File: src/ndn_pkg.sv
// ##############################
// Widths, table size and frame layout shared by the link blocks
// Lengths stop at 63, so the last prefix bit never takes part in a match
// ##############################
`default_nettype none

package ndn_pkg;

    // Field widths on the wire
    localparam int PREFIX_W     = 64;
    localparam int LEN_W        = 6;
    localparam int DATA_W       = 32;
    localparam int HDR_W        = 8;

    // Prefix table geometry
    localparam int NUM_ENTRIES  = 4;
    localparam int IDX_W        = 2;

    // Reply frame lengths, start bit included
    localparam int HIT_FRAME_W  = 1 + HDR_W + PREFIX_W + DATA_W;
    localparam int MISS_FRAME_W = 1 + HDR_W;
    localparam int FRAME_CNT_W  = $clog2(HIT_FRAME_W + 1);

    // Decoder bit counter covers the longest field
    localparam int DEC_CNT_W    = $clog2(PREFIX_W);

    // Interest as seen by the table
    typedef struct packed {
        logic [LEN_W-1:0]    len;
        logic [PREFIX_W-1:0] prefix;
        logic                type_bit;
    } interest_t;

    // One loadable table entry
    typedef struct packed {
        logic                valid;
        logic [LEN_W-1:0]    len;
        logic [PREFIX_W-1:0] prefix;
        logic [DATA_W-1:0]   data;
    } table_entry_t;

    // Winner of one lookup, zero fields on a miss
    typedef struct packed {
        logic                hit;
        logic [LEN_W-1:0]    len;
        logic [PREFIX_W-1:0] prefix;
        logic [DATA_W-1:0]   data;
    } lookup_result_t;

endpackage

`default_nettype wire

File: src/ndn_frame_decoder.sv
// ##############################
// Receive side of the link, one rx bit per clk while cs is low
// Only interest frames (type 1) are passed on, data frames are swallowed
// ##############################
`timescale 1ns/1ps
`default_nettype none

module ndn_frame_decoder (
    input  wire                clk,
    input  wire                rst,
    input  wire                rx,
    input  wire                cs,
    output ndn_pkg::interest_t interest,
    output logic               interest_valid
);

    import ndn_pkg::*;

    typedef enum logic [1:0] {
        ST_IDLE,
        ST_HDR,
        ST_PFX
    } state_t;

    state_t               state_q;
    logic [DEC_CNT_W-1:0] bit_cnt_q;

    // Type and length only, the filler bit falls off the top
    logic [HDR_W-2:0]     hdr_q;
    logic [PREFIX_W-1:0]  pfx_q;

    always_ff @(posedge clk or posedge rst) begin
        if (rst) begin
            state_q        <= ST_IDLE;
            bit_cnt_q      <= '0;
            interest_valid <= 1'b0;
        end else begin
            interest_valid <= 1'b0;
            if (cs) begin
                // Deselect abandons a partial frame
                state_q <= ST_IDLE;
            end else begin
                case (state_q)
                    ST_IDLE: begin
                        // Hunt for the low start bit
                        if (!rx) begin
                            state_q   <= ST_HDR;
                            bit_cnt_q <= DEC_CNT_W'(HDR_W - 1);
                        end
                    end
                    ST_HDR: begin
                        if (bit_cnt_q == '0) begin
                            state_q   <= ST_PFX;
                            bit_cnt_q <= DEC_CNT_W'(PREFIX_W - 1);
                        end else begin
                            bit_cnt_q <= bit_cnt_q - 1'b1;
                        end
                    end
                    ST_PFX: begin
                        if (bit_cnt_q == '0) begin
                            state_q        <= ST_IDLE;
                            // Strobe on the same edge as the last prefix bit
                            interest_valid <= hdr_q[HDR_W-2];
                        end else begin
                            bit_cnt_q <= bit_cnt_q - 1'b1;
                        end
                    end
                    default: state_q <= ST_IDLE;
                endcase
            end
        end
    end

    // Field shifters, MSB arrives first
    always_ff @(posedge clk) begin
        if (!cs && state_q == ST_HDR) begin
            hdr_q <= {hdr_q[HDR_W-3:0], rx};
        end
        if (!cs && state_q == ST_PFX) begin
            pfx_q <= {pfx_q[PREFIX_W-2:0], rx};
        end
    end

    // Held stable in the strobe cycle since the FSM is back in idle
    assign interest.len      = hdr_q[LEN_W-1:0];
    assign interest.prefix   = pfx_q;
    assign interest.type_bit = hdr_q[HDR_W-2];

endmodule

`default_nettype wire

File: src/ndn_prefix_table.sv
// ##############################
// Longest-prefix match over the loadable entries
// Result one clk after the interest, ties go to the lowest index
// ##############################
`timescale 1ns/1ps
`default_nettype none

module ndn_prefix_table (
    input  wire                     clk,
    input  wire                     rst,
    input  ndn_pkg::interest_t      interest,
    input  wire                     interest_valid,
    input  wire                     table_wr,
    input  wire [ndn_pkg::IDX_W-1:0] table_wr_index,
    input  ndn_pkg::table_entry_t   table_wr_entry,
    output ndn_pkg::lookup_result_t result,
    output logic                    result_valid
);

    import ndn_pkg::*;

    // Valid bits are the only state reset clears
    logic [NUM_ENTRIES-1:0] valid_q;
    table_entry_t           entry_q [NUM_ENTRIES];

    logic [NUM_ENTRIES-1:0] match;
    logic                   found;
    logic [IDX_W-1:0]       best_idx;
    logic [LEN_W-1:0]       best_len;

    // Top len bits set, len 0 gives an empty mask
    function automatic logic [PREFIX_W-1:0] len_mask(input logic [LEN_W-1:0] len);
        len_mask = ~({PREFIX_W{1'b1}} >> len);
    endfunction

    always_ff @(posedge clk or posedge rst) begin
        if (rst) begin
            valid_q <= '0;
        end else if (table_wr) begin
            valid_q[table_wr_index] <= table_wr_entry.valid;
        end
    end

    // Entry payload, lookups in the write cycle still see the old value
    always_ff @(posedge clk) begin
        if (table_wr) begin
            entry_q[table_wr_index] <= table_wr_entry;
        end
    end

    // Parallel compare of every entry
    always_comb begin
        for (int i = 0; i < NUM_ENTRIES; i++) begin
            match[i] = valid_q[i]
                && (entry_q[i].len <= interest.len)
                && (((entry_q[i].prefix ^ interest.prefix)
                     & len_mask(entry_q[i].len)) == '0);
        end
    end

    // Strictly longer replaces, so equal lengths keep the lower index
    always_comb begin
        found    = 1'b0;
        best_idx = '0;
        best_len = '0;
        for (int i = 0; i < NUM_ENTRIES; i++) begin
            if (match[i] && (!found || entry_q[i].len > best_len)) begin
                found    = 1'b1;
                best_idx = IDX_W'(i);
                best_len = entry_q[i].len;
            end
        end
    end

    always_ff @(posedge clk or posedge rst) begin
        if (rst) begin
            result_valid <= 1'b0;
        end else begin
            result_valid <= interest_valid;
        end
    end

    // Winner capture, a miss zeroes the fields
    always_ff @(posedge clk) begin
        if (interest_valid) begin
            result.hit    <= found;
            result.len    <= found ? best_len : '0;
            result.prefix <= found ? entry_q[best_idx].prefix : '0;
            result.data   <= found ? entry_q[best_idx].data : '0;
        end
    end

endmodule

`default_nettype wire

File: src/ndn_frame_encoder.sv
// ##############################
// Reply serializer onto tx, MSB first, line idles high
// No queue, a result arriving during a frame is lost and drop pulses
// ##############################
`timescale 1ns/1ps
`default_nettype none

module ndn_frame_encoder (
    input  wire                     clk,
    input  wire                     rst,
    input  ndn_pkg::lookup_result_t result,
    input  wire                     result_valid,
    output logic                    tx,
    output logic                    drop
);

    import ndn_pkg::*;

    // Whole reply including the start bit, top bit drives tx
    logic [HIT_FRAME_W-1:0] frame_q;

    // Cycles left in the current frame, zero when idle
    logic [FRAME_CNT_W-1:0] cnt_q;
    logic                   busy;

    logic [HDR_W-1:0]       hdr;
    logic [HIT_FRAME_W-1:0] frame_d;

    assign busy = (cnt_q != '0);

    // Build the frame to load
    always_comb begin
        if (result.hit) begin
            // Hit flag, data type, matched length
            hdr     = {1'b1, 1'b0, result.len};
            frame_d = {1'b0, hdr, result.prefix, result.data};
        end else begin
            // Miss header is all zero
            hdr     = '0;
            // Trailing ones so the line is already high after 9 bits
            frame_d = {1'b0, hdr, {(PREFIX_W + DATA_W){1'b1}}};
        end
    end

    always_ff @(posedge clk or posedge rst) begin
        if (rst) begin
            // All ones keeps tx high out of reset
            frame_q <= '1;
            cnt_q   <= '0;
            drop    <= 1'b0;
        end else begin
            // Any result during a frame is thrown away
            drop <= result_valid && busy;
            if (busy) begin
                // Shift in ones so idle follows the last bit
                frame_q <= {frame_q[HIT_FRAME_W-2:0], 1'b1};
                cnt_q   <= cnt_q - 1'b1;
            end else if (result_valid) begin
                // Start bit shows on tx the next cycle
                frame_q <= frame_d;
                cnt_q   <= result.hit ? FRAME_CNT_W'(HIT_FRAME_W)
                                      : FRAME_CNT_W'(MISS_FRAME_W);
            end
        end
    end

    // Serial out straight from the register
    assign tx = frame_q[HIT_FRAME_W-1];

endmodule

`default_nettype wire

File: src/ndn_link_top.sv
// ##############################
// Named-data link front end, decode -> table -> encode
// Last rx bit to reply start bit on tx is 3 clk
// ##############################
`timescale 1ns/1ps
`default_nettype none

module ndn_link_top (
    input  wire                      clk,
    input  wire                      rst,
    input  wire                      rx,
    input  wire                      cs,
    input  wire                      table_wr,
    input  wire [ndn_pkg::IDX_W-1:0] table_wr_index,
    input  ndn_pkg::table_entry_t    table_wr_entry,
    output logic                     tx,
    output logic                     drop
);

    import ndn_pkg::*;

    // Decoder to table
    interest_t      interest;
    logic           interest_valid;

    // Table to encoder
    lookup_result_t result;
    logic           result_valid;

    ndn_frame_decoder u_decoder (
        .clk            (clk),
        .rst            (rst),
        .rx             (rx),
        .cs             (cs),
        .interest       (interest),
        .interest_valid (interest_valid)
    );

    ndn_prefix_table u_table (
        .clk            (clk),
        .rst            (rst),
        .interest       (interest),
        .interest_valid (interest_valid),
        .table_wr       (table_wr),
        .table_wr_index (table_wr_index),
        .table_wr_entry (table_wr_entry),
        .result         (result),
        .result_valid   (result_valid)
    );

    ndn_frame_encoder u_encoder (
        .clk          (clk),
        .rst          (rst),
        .result       (result),
        .result_valid (result_valid),
        .tx           (tx),
        .drop         (drop)
    );

endmodule

`default_nettype wire

File: config.mk
export PLATFORM = sky130hd
export DESIGN_NAME = ndn_link_top
export DESIGN_NICKNAME = d
export VERILOG_FILES = /design/src/ndn_pkg.sv /design/src/ndn_frame_decoder.sv /design/src/ndn_prefix_table.sv /design/src/ndn_frame_encoder.sv /design/src/ndn_link_top.sv
export SDC_FILE = /design/constraint.sdc
export NUM_CORES = 1
export LEC_CHECK = 0
export BUFFER_PORTS_ARGS = -buffer_cell sky130_fd_sc_hd__buf_2
export CORE_MARGIN = 4
export CORE_UTILIZATION = 60
export DETAILED_ROUTE_END_ITERATION = 7
export GPL_TIMING_DRIVEN = 0
export PLACE_DENSITY = 0.77
export SYNTH_ARGS = -nofsm -noshare
export SYNTH_HDL_FRONTEND = slang
export SYNTH_SLANG_ARGS = --single-unit
File: constraint.sdc
create_clock -name clk -period 11.3 [get_ports clk]
set_clock_uncertainty 0.15 [all_clocks]
set_input_delay 1.13 -clock clk [delete_from_list [all_inputs] [get_ports clk]]
set_output_delay 1.13 -clock clk [all_outputs]
set_load 0.01 [all_outputs]
### Word level (Yosys, flattened, before mapping)

Memory sizes are Yosys's and may differ from the RTL's. A register that Yosys moved wholly into a read port is not among the register bits.
Index checks and enable logic that the tools add are counted.

* bits in registers: 205
* RAM bits: 412
* input port bits: 110
* output and inout bits: 2
* word-level logic and storage cells: 116
* memories kept: 1

* $add $sub $neg: 2
* order comparisons: 9
* eq/ne operators: 7
* shift operators: 4
* mux-type cells: 34
* bitwise logic cells: 13
* reduce and logical (&&, ||, !) cells: 34

Memories
* u_table.entry_q: depth 4, width 103, read ports 5, clocked after memory_dff 1, write ports 1, line ndn_prefix_table.sv:24 `table_entry_t entry_q [NUM_ENTRIES];`

Operators with widths (number)
* $and A64 B64 Y64: 4
* $logic_not A64 Y1: 4
* $not A64 Y64: 4
* $shr A64 B6 Y64 const A: 4
* $xor A64 B64 Y64: 4
* $mux W105: 2
* $mux W104: 1
* $mux W6: 7
* $le A6 B6 Y1: 4
* $mux W7: 3
* $gt A6 B6 Y1: 3
* $pmux W6 S3: 1
* $logic_and A1 B1 Y1: 15
* $mux W2: 6
* $mux W1: 11
* $reduce_bool A7 Y1: 1
* $sub A7 B1 Y7 const B: 1
* $logic_not A6 Y1: 1
* $ne A3 B2 Y1 const B: 2
* $pmux W2 S3: 1
* $sub A6 B1 Y6 const B: 1
* $logic_not A1 Y1: 5
* $bwmux W4: 1
* $ne A2 B2 Y1 const B: 2
* other kinds (13): 15

### Longest topological paths before layout

Gate-level depths: netlist of run 1.
An unclocked memory read counts as a cell.

* depth after elaboration: 20
* mapped depth: 43
* mapped depth without buffers: 39

### Modules after synthesis

Synthesis of run 1 repeated with hierarchy kept, for this count alone.

* cell total of the unflattened synthesis: 2774
* area total of the unflattened synthesis: 34534.4 um^2

Modules (own cells, without submodules)
* ndn_prefix_table: instances 1, cells each 2025, area an instance 25742.2 um^2, sequential area each 15469.8 um^2
* ndn_frame_encoder: instances 1, cells each 613, area an instance 6033.3 um^2, sequential area each 2959.1 um^2
* ndn_frame_decoder: instances 1, cells each 136, area an instance 2758.9 um^2, sequential area each 2357.3 um^2

### Least setup slack after synthesis of run 1

OpenSTA, ideal clock, no wires.

* kind: input port to flip-flop
* start: input table_wr_index[1] in the netlist's numbering
* end: register u_table.valid_q[0]
* setup time: 103 ps
* data arrival time: 9686 ps
* required time: 11047 ps
* path slack: 1361 ps
* stages: 2
* buffers on the path: 0
* path through: nor3b_1 -> mux2_2

* cells in the longest elaborated chain, start to end: 5
* elaborated cells between the ends (all ways): 6
* those cells by class: order compare: 2; mux: 3; reduce/logical: 1

Ends and longest elaborated chain
* start: declaration: line ndn_link_top.sv:14 `input wire [ndn_pkg::IDX_W-1:0] table_wr_index,`
* $lt A2 B3 Y1 (not written as such) / $ge A2 B1 Y1 (equally long branches): line ndn_prefix_table.sv:40 `valid_q[table_wr_index] <= table_wr_entry.valid;`
* $logic_and A1 B1 Y1 (not written as such): line ndn_prefix_table.sv:40
* $mux W1 (not written as such): line ndn_prefix_table.sv:40
* $demux W1 S2 (*)
* $bwmux W4 (*): line ndn_prefix_table.sv:40
* end signal: indexed assignment: line ndn_prefix_table.sv:40
* end: declaration: line ndn_prefix_table.sv:23 `logic [NUM_ENTRIES-1:0] valid_q;`

Mark *: on every way between the ends. The rest lies on a longest branch, timed or not.
A chain may end at the register's enable or synchronous reset.

==> results of run 1 <==
power breakdown:
part           leakage (nW)  internal (mW)  switching (mW)
sequential             6.42           3.10           0.140
clock                  1.17           1.39            1.02
combinational          5.38          0.251           0.480
synthesized netlist by cell type, types with 44 or more instances:
library cell  instances  area [um^2]
xnor2_1             153         1340
ha_1                 49          613
nor2_1               70          263
o21bai_1             98          736
o21ai_0             417         2090
edfxtp_1            582        17500
nand2_1             258          968
nand3b_1            102          766
dfstp_2             105         2760
a21oi_1             103          515
a2bb2oi_1            97          850
o21ai_1              44          220
clkbuf_1            137          514
xor2_1              105          920
metal layers:
metal | vias up | GRT usage | wire length, um
met2 | 1511 | 0.565 | 50700
met1 | 12800 | 0.521 | 44800
met5 | - | 0 | 13
li1 | 10900 | - | -
met4 | 2 | 0.158 | 5430
met3 | 233 | 0.0674 | 10400
metrics by stage:
stage | area, um^2 | setup WS, ns | instances | power, mW | TNS [ns]
floorplan | 33700 | 1.36 | 2790 | 3.69 | 0
global placement | 35200 | -5.83 | 3649 | 3.95 | -588.97
detailed placement | 35600 | -0.307 | 3675 | 3.99 | -7.39
CTS | 38000 | 0.0938 | 3806 | 6.37 | 0
global route | 38100 | 0.0188 | 3810 | 6.59 | 0
finish | 38100 | 0.417 | 3813 | 6.38 | 0
state kept, by name, summed over array words and instances, names as in the netlist:
| signal | cells |
|---|---|
| u_table.result_valid | 1 |
| u_decoder.state_q | 2 |
| u_decoder.hdr_q | 7 |
| u_encoder.frame_q | 105 |
| u_table.result | 103 |
| u_encoder.cnt_q | 7 |
| u_encoder.drop | 1 |
| u_table.valid_q | 4 |
| u_table.entry_q | 408 |
| u_decoder.bit_cnt_q | 6 |
| u_decoder.pfx_q | 64 |
| u_decoder.interest_valid | 1 |
layout make-up:
type | instances | area [um^2]
multi-input cells | 1861 | 12000
plain buffers | 179 | 761
diodes | 6 | 15.0
clock buffers | 96 | 2030
fillers | 3962 | 17200
clock inverters | 35 | 364
inverters | 41 | 159
flip-flops and latches | 709 | 20800
well taps | 748 | 936
repair buffers | 138 | 1000
final timing paths:
kind	start	endpoint	slack, ns	cells past startpoint
max in group asynchronous	rst	u_decoder.interest_valid	9.76	3
setup reg to reg	u_table.entry_q[0][100]	u_table.result[63]	0.42	41
min in group asynchronous	rst	u_table.result_valid	0.42	2
hold reg to reg	u_decoder.pfx_q[0]	u_decoder.pfx_q[1]	0.30	0
hold / removal	u_decoder.pfx_q[0]	u_decoder.pfx_q[1]	0.30	0
setup / recovery	u_table.entry_q[0][100]	u_table.result[63]	0.42	41
what timing repair did:
action,4_1_cts,5_1_grt
setup endpoints to repair,66,99
buffers inserted,0,1
resized for setup,2,11
pin swaps,0,1
worst reg2reg max path: cells and delay by family, from the launching register on:
kind | cells | cell delay, ns
AO/OA/AOI/OAI | 20 | 3.96
adder cells (fa/ha/maj) | 3 | 0.93
buffers and inverters | 7 | 2.56
flip-flops | 1 | 0.54
multiplexers | 2 | 0.84
AND/OR/NAND/NOR | 9 | 1.63
cell usage in the layout, fill, tap and decap left out, types with 14 or more instances in the layout:
cell / n
a2bb2oi_1: 97
ha_1: 49
dfstp_2: 105
and3_1: 14
nor4_1: 15
o22ai_1: 18
o21ai_0: 417
buf_2: 141
o21bai_1: 98
nand3b_1: 102
xor2_1: 105
nor3_1: 31
clkbuf_16: 76
buf_6: 15
a21o_1: 15
nor2_1: 69
o211ai_1: 14
o21ai_1: 43
a21oi_1: 101
o2111ai_1: 14
nand2_1: 258
nand3_1: 29
edfxtp_1: 582
mux2_2: 17
xnor2_1: 153
nand4_1: 19
dfrtp_1: 21
clkbuf_1: 148
inv_1: 39
kinds of logic (layout without fill, tap and decap cells):
kind of cell | after synthesis | count (layout) | synth area share
other | 0 | 6 | 0
multiplexers | 24 | 24 | 0.00777
XOR/XNOR | 258 | 258 | 0.0671
AND/OR/NAND/NOR | 593 | 593 | 0.0888
buffers and inverters | 220 | 489 | 0.0269
flip-flops | 709 | 709 | 0.617
adder cells (fa/ha/maj) | 52 | 52 | 0.0191
AO/OA/AOI/OAI | 934 | 934 | 0.173
==> results.txt, run 1 <==
The maximum number of pins on one net before global-route repair came out at 71. The number of maximum-capacitance violations is 0, and the total buffers and inverters traversed by the critical path is 7. The most numerous cell type found on the critical path is o21a_1. The final-report max-slew violation count is 0, and the number of warnings printed during yosys synthesis is 0.

The run gives 0.688 as the end-of-flow core utilization. The clock passes through at most 3 buffers. The tools report the clock network latency to the later pin of the worst-skew pair as 0.63 ns. In this run the horizontal extent of the chip is 245 um. TritonCTS built the clock tree. After global routing the overflow that remains totals 0. Measured along the y axis, the die boundary spans 245 um.

Setup repair after global routing left no endpoint under its margin. For the final setup violation count, the log shows 0. The run gives 0.368 as the aggregate global-route resource usage. The setup path with the least slack is of type reg -> reg. The tightest hold path in the finished design has a slack of 0.299 ns. The via count of the first global-routing pass is 24500, and the count of TritonRoute iterations in the first routing pass is 6. In this run the power density over the cells is 168 nW/um^2. The total clock buffers created by CTS is 72.

The floorplan step defined a die boundary enclosing 60000 um^2. For the worst setup path, the data arrival time is 11.07 ns. The clock-pin slew on the worst setup and hold paths came out at 0.06 ns. The run gives 112 as the number of top-level pins.

The sink count of the clock tree is 709, and the count of unresolved DRC violations after routing is 0. Using the TritonRoute via totals, the vias-per-cell ratio works out to 6.68. The routed design could run at a clock period as short as 10.88 ns. Timing would allow up to 91.9 MHz.

Fraction of registers with async set/reset: 0.179. On the critical path the largest part of the delay comes from compound AO/OA/AOI/OAI gates. Input and output buffers added on the ports amount to 111. At the pin with the least slew margin, the transition time is 1.39 ns. The wire-length estimate of the detail-placed layout is 82.8 mm. In this run the number of H-tree levels came out at 3. The delay contributed by the slowest stage of the critical path works out to 0.59 ns. The area growth from synthesis to layout is 13.1%, and the total number of nets in the final design is 3161. In the final routed layout, each cell accounts on average for 29.2 um. The synthesized area was 33700 um^2.

The type of the most critical hold path is reg -> reg. The largest individual stage delay along the critical path comes from the cell a2111oi_4. After technology mapping, the gate count stands at 2790. The highest fanout seen on the critical path was 10; the initial standard-cell utilization of the core was 0.609. The worst setup path is captured at a register.

When the netlist entered floorplanning its net count stood at 2949. The number of failing hold endpoints at the final stage is 0, and the first-iteration detailed-routing DRC count is 3277. The routed layout has 25500 vias.

The initial antenna violation count was 5; the ratio of cells with drive above 1 in the final layout was 0.139. The fraction of the cycle the final worst path needs is 0.963. The flop and latch count out of synthesis works out to 709. The first global-routing pass estimated 162 mm of wire. The standby leakage power is 13.0 nW.

For the final weighted congestion in routability-driven placement, the log shows 1.10. The distinct cell type count of the synthesized netlist came out at 81. The worst setup path is launched from a register. The tools report the relative slew slack as 0.0722. The average instance in the mapped netlist occupies 12.1 um^2. The logs give 0.617 for the sequential cell area fraction in the yosys report and 111 mm for the routed wire length. The worst-case IR drop observed on VDD is 0.156 mV. The total number of placement rows came out at 86. The top flip-flop cell by instance count after synthesis is edfxtp_1. The run gives 55300 um^2 as the core region area. For the number of nets with antenna violations after detailed routing, the log shows 0. Cell at the root of the clock tree: clkbuf_16.

The count of hold buffers inserted by post-cts repair is 0, and the required time reported for the critical path endpoint is 11.48 ns. The number of flops mapped to enable cells by yosys is 582. The run finished with clean final reports.
(Power assumes the default switching activity.)
==> run 2: changes to the inputs <==
--- a/config.mk
+++ b/config.mk
@@ -10,6 +10,7 @@
 export CORE_UTILIZATION = 60
 export DETAILED_ROUTE_END_ITERATION = 7
 export GPL_TIMING_DRIVEN = 0
+export MAX_ROUTING_LAYER = met4
 export PLACE_DENSITY = 0.77
 export SYNTH_ARGS = -nofsm -noshare
 export SYNTH_HDL_FRONTEND = slang
==> run 2 against run 1 <==
Critical endpoint is now u_table.result[92]. Utilization increased by 0.082 points. Largest cell class unchanged. Register-to-register slack lost 0.23 ns. First-iteration DRC count increased by 0.40%. Design area increased by 0.12%. Global-route usage is 1.4 points higher. Power grew 0.33%. Via count is essentially flat. Sequential power barely moved. Highest routed layer is now met4.
==> results.txt, run 2 (same netlist as run 1, synthesis figures left out) <==
The run finished with clean final reports. Mean number of vias per cell: 6.67 (-0.14%). Leaving out fill and tap cells, the most frequent cell in the layout is edfxtp_1. The highest attainable clock frequency came out at 90.0 MHz (-2.1%). The power per standard cell area was 168 nW/um^2 (+0.22%). The cell that appears most often on the critical path is o21a_1. The run gives 0.382 (+0.0141) as the aggregate global-route resource usage.

The number of top-level pins was 112 (unchanged); the remaining global-route overflow was 0 (unchanged). The detail-routed net length per standard cell is 29.5 um (+0.87%), and the final setup violation count is 0 (unchanged). The wire length of the first global-routing pass is 164 mm (+0.86%), and the relative slew slack is 0.0862 (+0.0140). The run gives 3 (unchanged) as the maximum clock insertion buffer count. The tools report the aggregate negative setup slack as 0 ns (unchanged).

The non-filler instance count after layout is 3821 (+0.21%). The number of I/O port buffers came out at 111 (unchanged). The total area of multi-input combinational cells is 12000 um^2 (about the same), and the height of the die is 245 um (unchanged). For the number of nets with antenna violations after detailed routing, the log shows 0 (unchanged). The shortest clock period the worst path allows after layout was 11.11 ns (+0.228 ns).

The library cells used most frequently in the layout, excluding fill and tap cells, are edfxtp_1, o21ai_0, nand2_1. The type of the most critical hold path is reg -> reg. For the fill cell total of the finished layout, the log shows 3909 (-1.3%).

The sink count of the clock tree is 709 (unchanged), and the placed instance count is 3675 (unchanged). Number of maximum-capacitance violations: 0 (unchanged). The area taken by flip-flops and latches is 20800 um^2 (unchanged), and the count of unresolved DRC violations after routing is 0 (unchanged). The run gives 3 (unchanged) as the number of levels the H-tree was split into.

Ratio of cells with drive above 1 in the final layout: 0.140 (+0.00141). The die extent in x was 245 um (unchanged); the clock network latency to the later pin of the worst-skew pair was 0.63 ns (about the same). The final weighted congestion in routability-driven placement is 1.11 (+1.3%), and the highest fanout seen on the critical path is 10 (unchanged). The type of the worst setup path was reg -> reg.

The tools report the standby leakage power as 13.0 nW (+0.19%). For the arrival time of data at the critical path endpoint, the log shows 11.38 ns (+0.31 ns). For the required time reported for the critical path endpoint, the log shows 11.57 ns (+0.09 ns).

The initial standard-cell utilization of the core is 0.609 (unchanged), and the sum of net half-perimeters after detailed placement is 83.6 mm (+0.94%). The tools report the total number of nets in the final design as 3163 (+0.063%). TritonCTS built the clock tree. The fraction of the cycle the final worst path needs was 0.983 (+0.0202); the area growth from synthesis to layout was 13.2%.

The die area is 60000 um^2 (unchanged). The number of failing hold endpoints at the final stage is 0 (unchanged), and the via count of the first global-routing pass is 24700 (+0.71%). The maximum number of pins on one net before global-route repair is 66 (-7.0%), and the via count is 25500 (+0.067%). The largest voltage drop on the vdd net was 0.183 mV (+17%). The largest registers in the layout are u_table.entry_q (408), u_encoder.frame_q (105), u_table.result (103). Cell with the largest stage delay on the worst path: a2111oi_4.

For the core region area, the log shows 55300 um^2 (unchanged). The final-layout worst hold slack was 0.273 ns (-0.0262 ns). The first-iteration detailed-routing DRC count is 3290 (+0.40%), and the count of TritonRoute iterations in the first routing pass is 8 (+2). The flip-flop count of the largest register after layout is 408 (unchanged). The delay contributed by the slowest stage of the critical path works out to 0.65 ns (+0.06 ns). The total clock buffers created by CTS is 74 (+2.8%), and the worst hold path cell count is 0 (unchanged). The tools report the element type at the critical path end as a register. The initial antenna violation count is 9 (+4), and the depth of the worst register-to-register path is 40 (-2.4%). The routed wire length is 113 mm (+1.1%). The clock-pin slew on the worst setup and hold paths is 0.06 ns (about the same).

CTS placed an instance of clkbuf_16 at the clock tree root. The tools report the total number of placement rows as 86 (unchanged). Post-route total power: 6.40 mW (+0.33%).

The final-report max-slew violation count was 0 (unchanged). The transition at the pin with the smallest max-transition slack is 1.37 ns (-0.0210 ns). u_table.entry_q holds more flip-flops than any other register. The tools report the critical path launch point type as a register.
[run 2: metal layers]
| metal | global-route usage | up-vias | wire length, um |
|---|---|---|---|
| met1 | 0.531 | 12700 | 45100 |
| met2 | 0.566 | 1615 | 50700 |
| met4 | 0.158 | 0 | 5680 |
| met5 | - | - | 0 |
| li1 | - | 10900 | - |
| met3 | 0.0645 | 247 | 11100 |
[run 2: cell type report]
cell class                      count  share of cell area
Clock inverter                     24             0.00811
Tap cell                          748              0.0246
Sequential cell                   709               0.545
Antenna cell                        9            0.000591
Buffer                            179              0.0201
Timing Repair Buffer              138              0.0262
Clock buffer                      112              0.0553
Inverter                           41             0.00417
Multi-Input combinational cell   1861               0.316
[run 2: what timing repair did]
| action | in CTS | in global routing |
|---|---|---|
| gates resized for setup | 4 | 17 |
| setup buffers | 0 | 1 |
| hold buffers | 0 | 0 |
| hold endpoints to repair | 0 | 0 |
| setup endpoints to repair | 102 | 98 |
| pin swaps | 0 | 1 |
[run 2: critical path, delay by kind of cell, from the launching register on]
kind / cells / cell delay, ns
compound gates: 22 / 4.82
fa+ha+maj: 3 / 0.95
buf+inv: 6 / 2.50
flops: 1 / 0.55
mux: 2 / 0.84
simple gates: 7 / 1.10
[run 2: worst paths after layout]
check / startpoint / end / slack [ns]
worst max register to register: u_table.entry_q[0][100] / u_table.result[92] / 0.19
max in group asynchronous: rst / u_decoder.interest_valid / 9.72
worst min register to register: u_decoder.pfx_q[0] / u_decoder.pfx_q[1] / 0.27
worst min-delay path: u_decoder.pfx_q[0] / u_decoder.pfx_q[1] / 0.27
min in group asynchronous: rst / u_encoder.cnt_q[0] / 0.45
worst max-delay path: u_table.entry_q[0][100] / u_table.result[92] / 0.19
[run 2: power by group]
part | switching, mW | internal, mW | total, mW
clock | 1.01 | 1.42 | 2.43
sequential | 0.137 | 3.10 | 3.24
combinational | 0.481 | 0.251 | 0.732
[run 2: stage by stage]
stage	setup WS, ns	instance area (um^2)	util
after floorplan	1.36	33700	-
after global placement	-5.78	35200	0.636
after detailed placement	-0.679	35600	0.644
after CTS	0.0625	38100	0.688
after global routing	-0.00412	38100	0.689
final	0.190	38100	0.689
